<file path="src/vfilt_pkg.sv">
package vfilt_pkg;

  // widths that the typedefs below are built from
  localparam int PIX_W  = 8;
  localparam int SUM_W  = 12;
  localparam int SIZE_W = 9;

  // number of vertical taps and the line buffers that produce them
  localparam int N_TAPS  = 9;
  localparam int N_LINES = 8;

  // longest row, also the depth of every line buffer memory
  localparam int MAX_WIDTH = 511;

  // one greyscale sample
  typedef logic [PIX_W-1:0] pixel_t;

  // nine full-scale pixels add up to 2295, which fits in 12 bits
  typedef logic [SUM_W-1:0] sum_t;

  // row length in pixels
  typedef logic [SIZE_W-1:0] img_size_t;

  // column index inside a line buffer
  typedef logic [SIZE_W-1:0] col_addr_t;

endpackage

</file>
<file path="src/tap_bus_if.sv">
`timescale 1ns/1ps

interface tap_bus_if;

  // taps[0] is the live pixel, taps[k] is the same column k rows up
  vfilt_pkg::pixel_t             taps [vfilt_pkg::N_TAPS];

  // one bit per tap, set while that tap holds a real pixel
  logic [vfilt_pkg::N_TAPS-1:0]  tap_valid;

  // high on column 0 of a row once all taps are valid
  logic                          tap_first;

  modport producer (
    output taps,
    output tap_valid,
    output tap_first
  );

  modport consumer (
    input taps,
    input tap_valid,
    input tap_first
  );

endinterface

</file>
<file path="src/column_sum_9.sv">
`timescale 1ns/1ps

module column_sum_9 (
  input  logic            clk,
  input  logic            rst_n_i,
  tap_bus_if.consumer     taps,
  output vfilt_pkg::sum_t sum_o,
  output logic            sum_valid_o,
  output logic            row_first_o
);

  // stage 1 holds three partial sums of three taps each
  vfilt_pkg::sum_t part_q [3];
  logic            s1_valid_q;
  logic            s1_first_q;

  vfilt_pkg::sum_t sum_q;
  logic            sum_valid_q;
  logic            row_first_q;

  logic            set_valid;

  // the chain fills top down, so the deepest tap decides when a set is complete
  assign set_valid = taps.tap_valid[vfilt_pkg::N_TAPS-1];

  always_ff @(posedge clk) begin
    if (set_valid) begin
      for (int g = 0; g < 3; g++) begin
        part_q[g] <= vfilt_pkg::sum_t'(taps.taps[3*g])
                   + vfilt_pkg::sum_t'(taps.taps[3*g+1])
                   + vfilt_pkg::sum_t'(taps.taps[3*g+2]);
      end
    end
    if (s1_valid_q) begin
      sum_q <= part_q[0] + part_q[1] + part_q[2];
    end
  end

  always_ff @(posedge clk or negedge rst_n_i) begin
    if (!rst_n_i) begin
      s1_valid_q  <= 1'b0;
      s1_first_q  <= 1'b0;
      sum_valid_q <= 1'b0;
      row_first_q <= 1'b0;
    end else begin
      s1_valid_q  <= set_valid;
      s1_first_q  <= set_valid & taps.tap_first;
      sum_valid_q <= s1_valid_q;
      row_first_q <= s1_first_q;
    end
  end

  assign sum_o       = sum_q;
  assign sum_valid_o = sum_valid_q;
  assign row_first_o = row_first_q;

  ap_first_is_valid: assert property (
    @(posedge clk) disable iff (!rst_n_i)
    row_first_o |-> sum_valid_o
  ) else $error("column_sum_9: row marker on an invalid output");

endmodule

</file>
<file path="src/flat_wrapper.sv">
// flat-port wrapper written by rule: the top's interface ports become plain ports
module column_sum_9_flat 
  (clk, rst_n_i, sum_o, sum_valid_o, row_first_o, taps_taps, taps_tap_valid, taps_tap_first);
  tap_bus_if taps_i ();
  input  logic clk;
  input  logic rst_n_i;
  output vfilt_pkg::sum_t sum_o;
  output logic sum_valid_o;
  output logic row_first_o;
  input wire logic [$bits(taps_i.taps)-1:0] taps_taps;
  input wire logic [$bits(taps_i.tap_valid)-1:0] taps_tap_valid;
  input wire logic [$bits(taps_i.tap_first)-1:0] taps_tap_first;
  assign taps_i.taps = {>>{taps_taps}};
  assign taps_i.tap_valid = taps_tap_valid;
  assign taps_i.tap_first = taps_tap_first;
  column_sum_9 u_core (.clk(clk), .rst_n_i(rst_n_i), .taps(taps_i), .sum_o(sum_o), .sum_valid_o(sum_valid_o), .row_first_o(row_first_o));
endmodule
</file>
<file path="config.mk">
export PLATFORM = sky130hd
export DESIGN_NAME = column_sum_9_flat
export DESIGN_NICKNAME = d
export VERILOG_FILES = /design/src/vfilt_pkg.sv /design/src/tap_bus_if.sv /design/src/column_sum_9.sv /design/src/flat_wrapper.sv
export SDC_FILE = /design/constraint.sdc
export NUM_CORES = 1
export LEC_CHECK = 0
export BUFFER_PORTS_ARGS = -buffer_cell sky130_fd_sc_hd__buf_2
export CAP_MARGIN = 20
export CORE_UTILIZATION = 49
export DETAILED_ROUTE_END_ITERATION = 6
export PLACE_DENSITY = 0.77
export SLEW_MARGIN = 20
export SYNTH_ARGS = -nofsm -noshare
export SYNTH_HDL_FRONTEND = slang
export SYNTH_SLANG_ARGS = --single-unit
</file>
<file path="constraint.sdc">
create_clock -name clk -period 2.7 [get_ports clk]
set_input_delay 0.27 -clock clk [delete_from_list [all_inputs] [get_ports clk]]
set_output_delay 0.27 -clock clk [all_outputs]
set_load 0.01 [all_outputs]
</file>
# Word level (Yosys, flattened, before mapping)
# Memory sizes are Yosys's and may differ from the RTL's.
# Index checks and enable logic that the tools add are counted.
dict set report op_classes {
  mux 2
  n_bitwise 1
  addsub 8
}
# op count
set ops {}
lappend ops {{12-bit by 8-bit adder with 12-bit output} 3}
lappend ops {{8-bit by 8-bit adder with 9-bit output} 3}
lappend ops {{12-bit adder} 2}
lappend ops {{1-bit two-way mux} 2}
lappend ops {{1-bit bitwise AND} 1}
dict set report totals {
  mem_bits_rw 36
  word_cells 17
  n_memories 1
  register_bits 16
  inputBits 84
  out_inout_bits 14
}
# name words word_bits read_ports rd_clocked_by_memory_dff wr line_no
set memory_table {}
lappend memory_table {u_core.part_q 3 12 3 0 3 column_sum_9.sv:13} ;# vfilt_pkg::sum_t part_q [3];

# Depth between registers and ports, before layout
# Gate-level depths: netlist of the first run.
# An unclocked memory read counts as a cell.
dict set report logic_depth {
  word_depth 3
  mapped_depth 13
  depth_no_buf 13
}

# Worst setup path before layout of the first run
# No wires, ideal clock.
dict set report synth_path {
  path_kind {input to register}
  start {input taps_taps[8]}
  end {memory u_core.part_q[0][32] (netlist name) (data pin)}
  arrival_ns 2.471
  cell_stages 13
  setup_time_ns 0.262
  path_buffers 0
  required_ns 2.438
  path_slack_ns -0.033
  cell_sequence {ha_1 -> inv_1 -> fa_1 -> nand2b_1 -> nand2b_1 -> a21oi_1 -> xnor2_1 -> ha_1 -> and3_4 -> a2111oi_4 -> o21bai_1 -> a21oi_1 -> xor2_1}
}
# item line_no
set synth_lines {}
lappend synth_lines {{start, declared} flat_wrapper.sv:10} ;# input wire logic [$bits(taps_i.taps)-1:0] taps_taps;
lappend synth_lines {{end, declared} column_sum_9.sv:13}

==> flow_results.org, run 1 <==
** Status
- The run finished with clean final reports.

** Clock tree
- Clock buffers created by TritonCTS :: 5
- TritonCTS built the clock tree.
- Maximum clock insertion buffer count :: 2
- Post-CTS timing repair inserted 0 buffers for setup.
- Counting every sink on the clock net gives 46.
- Library cell used as clock root buffer :: sky130_fd_sc_hd__clkbuf_8
- Clock insertion delay at the later pin of the skew report :: 0.30 ns
- Maximum level of the CTS H-tree :: 2
- Clock-pin slew was measured on the worst setup and hold paths at 0.08 ns.

** Logic synthesis
- A synthesized cell averages 11.1 sq um.
- During synthesis, Yosys emitted a total of 0 warnings.
- Post-Syn Instances :: 353
- Unique masters post-synth :: 34
- In the synthesized netlist the async set-or-reset flop fraction comes to 8.70%.
- Ranked by total cell area, the synthesized netlist is headed by sky130_fd_sc_hd__edfxtp_1 32%, sky130_fd_sc_hd__ha_1 19%, sky130_fd_sc_hd__fa_1 8.7%.
- Leading area contributor after synthesis :: sky130_fd_sc_hd__edfxtp_1
- In this run the biggest area consumer among cell types represents 32.1% of the synthesized area.
- Seq cells post-synth :: 46
- Total nets after synthesis :: 514
- The synthesized design contains 42 enable-type register cells.
- After synthesis the cells add up to 0.00392 sq mm.
- Sequential element share of the synthesized area :: 34.7%
- Among all flip-flop cells after synthesis, the most frequent one is sky130_fd_sc_hd__edfxtp_1.

** Critical path
- Critical path data required time :: 2.75 ns
- Setup crit start kind :: flop
- Crit path buf inv count :: 0
- Arrival time at the worst endpoint :: 2.63 ns
- Critical path class :: flop to flop
- The worst setup path is captured at a flop.
- CP max stage delay :: 0.50 ns
- CP delay by family, top :: adder cells
- For this design, the slowest cell found on the critical path is sky130_fd_sc_hd__fa_1.
- Critical path fanouts, max :: 2
- The signal on the critical path passes through fa_1, ha_2, fa_2, a21o_1, a21oi_2, o21bai_1, a21bo_2, a22o_1.

** Floorplanning
- In this run the vertical extent of the chip is 91.5 microns.
- Measured along the x axis, the die boundary spans 91.5 microns.
- 98 I/O pins were placed.
- Cell row count :: 32
- Initial core utilization :: 50.8%
- The region available for standard cell placement spans 0.00773 sq mm.
- The die covers 0.00837 sq mm.

** Timing
- Count of final max-slew check failures :: 0
- The final hold violation count is 0.
- Final clock skew :: 0.00821 ns
- The worst path in the final design needs a cycle of 2.58 ns, including I/O delays and setup.
- Worst relative slew slack :: 53.0%
- Setup repair after global routing missed its margin :: false
- Timing would allow up to 388 MHz.
- Total of endpoints with negative setup slack in the final report :: 0
- Final period utilization :: 95.4%
- Setup slack on the critical path of the routed design comes to 0.124 ns.
- At the pin with the least slew margin, the transition time is 0.706 ns.

** Route
- Wire per inst :: 12.8 microns
- Once detail routing completed, the nets flagged for antenna violations numbered 0.
- Vias post-DR :: 2975
- Dividing the detail-routed via count by the number of cells gives 5.17.
- Post-route DRC violation count :: 0
- Number of DRC markers in iteration 0 :: 126
- Total wirelength of the detailed-routed design :: 7380 microns
- Detailed Routing Iterations Pass 1 :: 4

** Power
- Sequential cells burn 30.6% of the power.
- Switching fraction of total power :: 37.5%
- Of the total power, combinational logic draws 59.2%.
- VDD sags by at most 0.000530 V.
- P_sw :: 1.56 mW
- The internal power of the cells totals 2.61 mW.
- Pwr Density :: 871 mW/mm^2
- Clock group share of total power :: 10.2%
- For this design the static power due to leakage is 2.21 nW.
- Total design power :: 4.17 mW

** Layout
- Filler Cell Count :: 641
- Commonest non-fill, non-tap cell in the layout :: sky130_fd_sc_hd__buf_2
- Cells with a size suffix above 1 make up 28.5% of the layout.
- Cells fill 62.0% of the core in the end.
- For this run, the post-layout net count is 633.
- The top cell types in the final layout, fill and taps aside, are 89 x sky130_fd_sc_hd__buf_2, 58 x sky130_fd_sc_hd__ha_1, 42 x sky130_fd_sc_hd__edfxtp_1, 34 x sky130_fd_sc_hd__a21oi_1, 29 x sky130_fd_sc_hd__inv_1.
- Antenna diode count :: 0
- The area growth from synthesis to layout is 22.1%.
- Summing all non-filler instances in the final layout gives an area of 0.00479 sq mm.

** Place
- Number of buffers added on ports :: 89
- Routability-driven placement finished with a final weighted congestion of 0.800.
- Dpl hpwl :: 6040 microns
- Post-Place Worst Slack :: -0.152 ns
- Placed instance area :: 0.00466 sq mm

** Global route
- Total track usage :: 18.8%
- Top Usage Layer GRT :: met2
- Overflow left after global routing :: 0
- Met2 GRT Util :: 34.8%
- The initial antenna violation count came to 0.
- M1 GR Usage :: 21.2%
- For this run, global-route usage on met3 was measured as 4.61%.
- Via count of the first global-routing pass :: 2904
- Entering global routing, the biggest net connects 33 pins.
- The first global-routing pass estimated 12400 microns of wire.

** Worst hold path
- Hold Path Class :: input pin to flop

** Run
- Max-cap check violation count :: 0
==> registers in the layout (all words and copies together) (netlist names) <==
signal              flops
u_core.sum_valid_o      1
u_core.sum_o           12
u_core.part_q          30
u_core.s1_first_q       1
u_core.row_first_o      1
u_core.s1_valid_q       1
==> synth_stat cells, drive strengths merged, types with 3 or more instances <==
cell	count
nor4	3
nor3	9
inv	29
a21o	10
dfrtp	4
edfxtp	42
o21a	3
nand2	11
nand2b	6
a21oi	37
and2	4
o2111ai	5
ha	60
nand3	15
a211oi	3
and3	6
nor2	16
xor2	19
o211ai	8
xnor2	28
o21bai	8
fa	17
==> repair_timing <==
action | in CTS | in global routing
gates resized for setup | 1 | 5
gates cloned | 0 | 0
hold endpoints to repair | 4 | 0
hold buffers | 1 | 0
pin swaps | 0 | 7
endpoints found under the setup margin | 1 | 4
==> per-layer routing <==
metal / routed length [microns] / up-vias / part of all wire, %
met4: 113 / 0 / 1.5
met3: 315 / 14 / 4.3
met1: 3090 / 1368 / 42
met2: 3870 / 69 / 52
li1: - / 1524 / -
met5: 0 / - / 0
==> cell families (layout without fill, tap and decap cells) <==
family | Yosys count | in the layout | share of synthesized area (%)
compound gates | 82 | 82 | 15.0
xor+xnor | 47 | 47 | 10.5
fa+ha+maj | 77 | 77 | 27.8
buf+inv | 29 | 149 | 2.77
flops | 46 | 46 | 34.7
simple gates | 72 | 72 | 9.28
==> area by class of cell <==
| cell class | instances | area [sq um] | share of cell area, % |
|---|---|---|---|
| Clock inverter | 1 | 5.00 | 0.104 |
| Multi-Input combinational cell | 278 | 2480 | 51.8 |
| Tap cell | 102 | 128 | 2.66 |
| Clock buffer | 7 | 86.3 | 1.80 |
| Timing Repair Buffer | 112 | 621 | 13.0 |
| Inverter | 29 | 109 | 2.27 |
| Sequential cell | 46 | 1360 | 28.4 |
==> power by group through the flow <==
stage / registers, mW / logic (mW) / clock network [mW]
after floorplan: 1.32 / 1.76 / 0
after global routing: 1.30 / 2.75 / 0.467
after CTS: 1.28 / 2.46 / 0.434
final: 1.28 / 2.47 / 0.426
after detailed placement: 1.30 / 2.41 / 0
after global placement: 1.29 / 2.32 / 0
==> worst reg2reg max path, stage by stage (launching register included) <==
cell	delay, ns
sky130_fd_sc_hd__edfxtp_1	0.41
sky130_fd_sc_hd__fa_1	0.50
sky130_fd_sc_hd__ha_2	0.22
sky130_fd_sc_hd__fa_2	0.35
sky130_fd_sc_hd__a21o_1	0.18
sky130_fd_sc_hd__a21oi_2	0.15
sky130_fd_sc_hd__o21bai_1	0.10
sky130_fd_sc_hd__a21bo_2	0.23
sky130_fd_sc_hd__a22o_1	0.19
==> final timing paths <==
path,from,end,slack (ns),cells after the start
max,u_core.part_q[0][1],u_core.sum_o[11],0.12,8
min,taps_tap_first,u_core.s1_first_q,0.18,2
max reg2reg,u_core.part_q[0][1],u_core.sum_o[11],0.12,8
min reg2reg,u_core.s1_first_q,u_core.row_first_o,0.37,0
max in group asynchronous,rst_n_i,u_core.sum_valid_o,2.30,2
min in group asynchronous,rst_n_i,u_core.s1_valid_q,0.28,2
==> through the flow <==
| stage | TNS [ns] | cells | hold slack [ns] |
|---|---|---|---|
| 2_1_floorplan | 0 | 353 | -0.0256 |
| 3_3_place_gp | -0.115 | 566 | 0.0727 |
| 3_5_place_dp | -0.653 | 566 | 0.0770 |
| 4_1_cts | 0 | 575 | 0.177 |
| 5_1_grt | 0 | 575 | 0.175 |
| 6_report | 0 | 575 | 0.180 |
Note: power is estimated with default switching activity, not from simulation.
==> run 2, diff against run 1 <==
--- a/config.mk
+++ b/config.mk
@@ -9,7 +9,7 @@
 export CAP_MARGIN = 20
 export CORE_UTILIZATION = 49
 export DETAILED_ROUTE_END_ITERATION = 6
-export PLACE_DENSITY = 0.77
+export PLACE_DENSITY = 0.87
 export SLEW_MARGIN = 20
 export SYNTH_ARGS = -nofsm -noshare
 export SYNTH_HDL_FRONTEND = slang
==> flow_results.org, run 2 (synthesis results as in run 1) <==
** Place
- Routability-driven placement finished with a final weighted congestion of 0.771.
- The wire-length estimate of the detail-placed layout is 6090 microns.
- Placed instance area :: 0.00463 sq mm
- Cells after DPL :: 562
- During placement, the flow inserted port buffers numbering 89.

** Layout
- Leaving out fill and tap cells, the most frequent cell in the layout is sky130_fd_sc_hd__buf_2.
- The multi-input combinational cells in the finished layout cover a total of 0.00249 sq mm.
- The final layout contains 629 nets.
- Filler Cell Count :: 627
- Of the cells placed in the final design, the portion with a size suffix greater than 1 is 28.1%.
- Relative to the synthesized area, the layout overhead comes to 21.3%.
- Final instance area :: 0.00476 sq mm
- Counting flops per register, the top entry is u_core.part_q.
- Non-filler cells in the finished layout :: 571
- Sequential standard cell area :: 0.00136 sq mm
- The register with the most flip-flops in the layout has 30 of them.
- The number of antenna diodes in the final layout is 0.
- In the layout the commonest cells are 89 x sky130_fd_sc_hd__buf_2, 58 x sky130_fd_sc_hd__ha_1, 42 x sky130_fd_sc_hd__edfxtp_1, 33 x sky130_fd_sc_hd__a21oi_1, 29 x sky130_fd_sc_hd__inv_1.

** Route
- The first TritonRoute pass finished after 4 iterations.
- After detailed routing, the average wire length per cell comes to 12.8 microns.
- In this run the remaining antenna-violating nets after routing total 0.
- The detailed router finished its first iteration with 140 violations.
- Using the TritonRoute via totals, the vias-per-cell ratio works out to 5.27.
- The final layout contains routed wiring with a total length of 7310 microns.
- Post-route DRC violation count :: 0
- The routed layout has 3009 vias.

** Global route
- Via count of the first global-routing pass :: 2992
- Overflow left after global routing :: 0
- Global-route wire length before repair :: 12300 microns
- Entering global routing, the biggest net connects 33 pins.
- Total track usage :: 18.3%
- The initial antenna violation count was 0.

** Status
- Status :: finished clean

** Critical path
- STA classifies the critical path startpoint as a flop.
- Critical path data required time :: 2.75 ns
- STA classifies the critical path endpoint as a flop.
- Reg2Reg Launch Point :: u_core.part_q[0][25]
- In this run the critical register-to-register path is captured at u_core.sum_o[11].
- The number of cells on the worst reg-to-reg path is 8.
- Arrival time at the worst endpoint :: 2.68 ns
- The worst setup path is of the flop to flop kind.
- Of all nets on the critical path, the largest fanout is 2.
- For flop-to-flop paths, the worst setup slack is 0.08 ns.

** Power
- In this run switching power makes up 37.9% of total power.
- Part of the total power dissipated in sequential elements :: 30.7%
- Summed over all cells, the static leakage comes to 2.19 nW.
- Summed over all nets, the switching power comes to 1.57 mW.
- VDD sags by at most 0.000443 V.
- In this run, the clock network consumes 9.6% of the power.
- Power Internal :: 2.58 mW
- In this run the power density over the cells is 871 mW/mm^2.
- Per report_power, the combinational group accounts for 59.7% of the total.

** Timing
- On the final layout, the worst hold slack is 0.179 ns.
- Setup violations remaining at the end of the flow were counted as 0.
- Measured slew at the worst slew-check pin :: 0.701 ns
- Count of final max-slew check failures :: 0
- Of the available clock period, the critical path in the final layout requires 97.2%.
- The worst pin sits at a relative slew slack of 53.3%.
- For the final database, setup skew stands at 0.00661 ns.
- Final hold violation count :: 0
- Setup repair after global routing missed its margin :: true
- Total negative slack for setup checks :: 0 ns
- Counting I/O delays and the setup requirement, the final critical path takes 2.62 ns.
- Highest attainable clock frequency :: 381 MHz

** Clock tree
- Clock buffers created by TritonCTS :: 5
- Counting along the longest clock path gives a buffer depth of 2.
- The H-tree was split into 2 levels.
- Library cell used as clock root buffer :: sky130_fd_sc_hd__clkbuf_8
- Sink count of the clock tree :: 46
- Clock latency on the worst-skew pair, taken at its later pin, is 0.30 ns.
- Clock-pin slew was measured on the worst setup and hold paths at 0.08 ns.
- TritonCTS built the clock tree.

** Floorplanning
- The region available for standard cell placement spans 0.00773 sq mm.
- Cell row count :: 32
- The floorplan step set the die height to 91.5 microns.
- Overall die area :: 0.00837 sq mm
- Initial core utilization :: 50.8%
- Measured along the x axis, the die boundary spans 91.5 microns.
- I/O pin total :: 98

** Worst hold path
- The path class of the tightest hold or removal check is input pin to flop.
- Worst hold stages :: 2
- Min-Delay Startpoint :: taps_tap_first
- Min-Delay Endpoint :: u_core.s1_first_q

** Run
- The tool flagged a number of max-cap violations equal to 0.
[run 2: changes by cell type in the layout (fill, tap and decap cells not counted), sizes merged]
cell | previous run | this run
clkinvlp | 0 | 1
clkinv | 1 | 2
clkbuf | 7 | 5
buf | 111 | 107
[run 2: how the worst max path moves through the flow]
stage,depth (start not counted),startpoint,slack (ns),end
after floorplan,13,taps_taps[8],0.01,u_core.part_q[0][32]
after global placement,14,taps_taps[8],-0.07,u_core.part_q[0][32]
after detailed placement,15,taps_taps[8],-0.17,u_core.part_q[0][31]
after CTS,8,u_core.part_q[0][13],0.01,u_core.sum_o[11]
after global routing,8,u_core.part_q[0][13],-0.05,u_core.sum_o[11]
final,8,u_core.part_q[0][25],0.08,u_core.sum_o[11]
[run 2: power groups by stage]
stage                     sequential (mW)  combinational [mW]  clock [mW]
after CTS                            1.28                2.45       0.409
after floorplan                      1.32                1.76           0
final                                1.27                2.48       0.398
after detailed placement             1.29                2.42           0
after global placement               1.29                2.28           0
after global routing                 1.30                2.76       0.432
[run 2: area by class of cell]
class / count / share of cell area, %
Tap cell: 102 / 2.68
Sequential cell: 46 / 28.6
Timing Repair Buffer: 108 / 12.4
Clock buffer: 5 / 1.45
Clock inverter: 3 / 0.342
Multi-Input combinational cell: 278 / 52.2
Inverter: 29 / 2.29
[run 2: layer usage]
| layer | global-route usage (%) | up-vias | share of wire (%) |
|---|---|---|---|
| li1 | - | 1515 | - |
| met1 | 20.2 | 1418 | 41 |
| met2 | 35.3 | 60 | 53 |
| met3 | 3.18 | 16 | 3.4 |
| met4 | 5.29 | 0 | 2.1 |
| met5 | 0 | - | 0 |
[run 2: metrics by stage]
step / setup WS, ns / util (%) / power (mW)
finish: 0.0759 / 61.6 / 4.15
detailed placement: -0.175 / 59.9 / 3.71
floorplan: 0.0148 / - / 3.08
global placement: -0.0650 / 59.9 / 3.57
global route: -0.0524 / 61.6 / 4.49
CTS: 0.0132 / 61.2 / 4.13
[run 2: critical path, cell delays in order (launching register included)]
cell and delay (ns):
sky130_fd_sc_hd__edfxtp_1 0.45, sky130_fd_sc_hd__fa_1 0.47, sky130_fd_sc_hd__ha_2 0.21, sky130_fd_sc_hd__fa_1 0.41
sky130_fd_sc_hd__a21o_1 0.20, sky130_fd_sc_hd__a21oi_2 0.15, sky130_fd_sc_hd__o21bai_1 0.10, sky130_fd_sc_hd__a21bo_2 0.22
sky130_fd_sc_hd__a22o_1 0.17
[run 2: what timing repair did]
item	4_1_cts	5_1_grt
resized for setup	0	7
endpoints found under the setup margin	0	7
hold endpoints to repair	4	0
buffers inserted	0	0
hold buffers	1	0
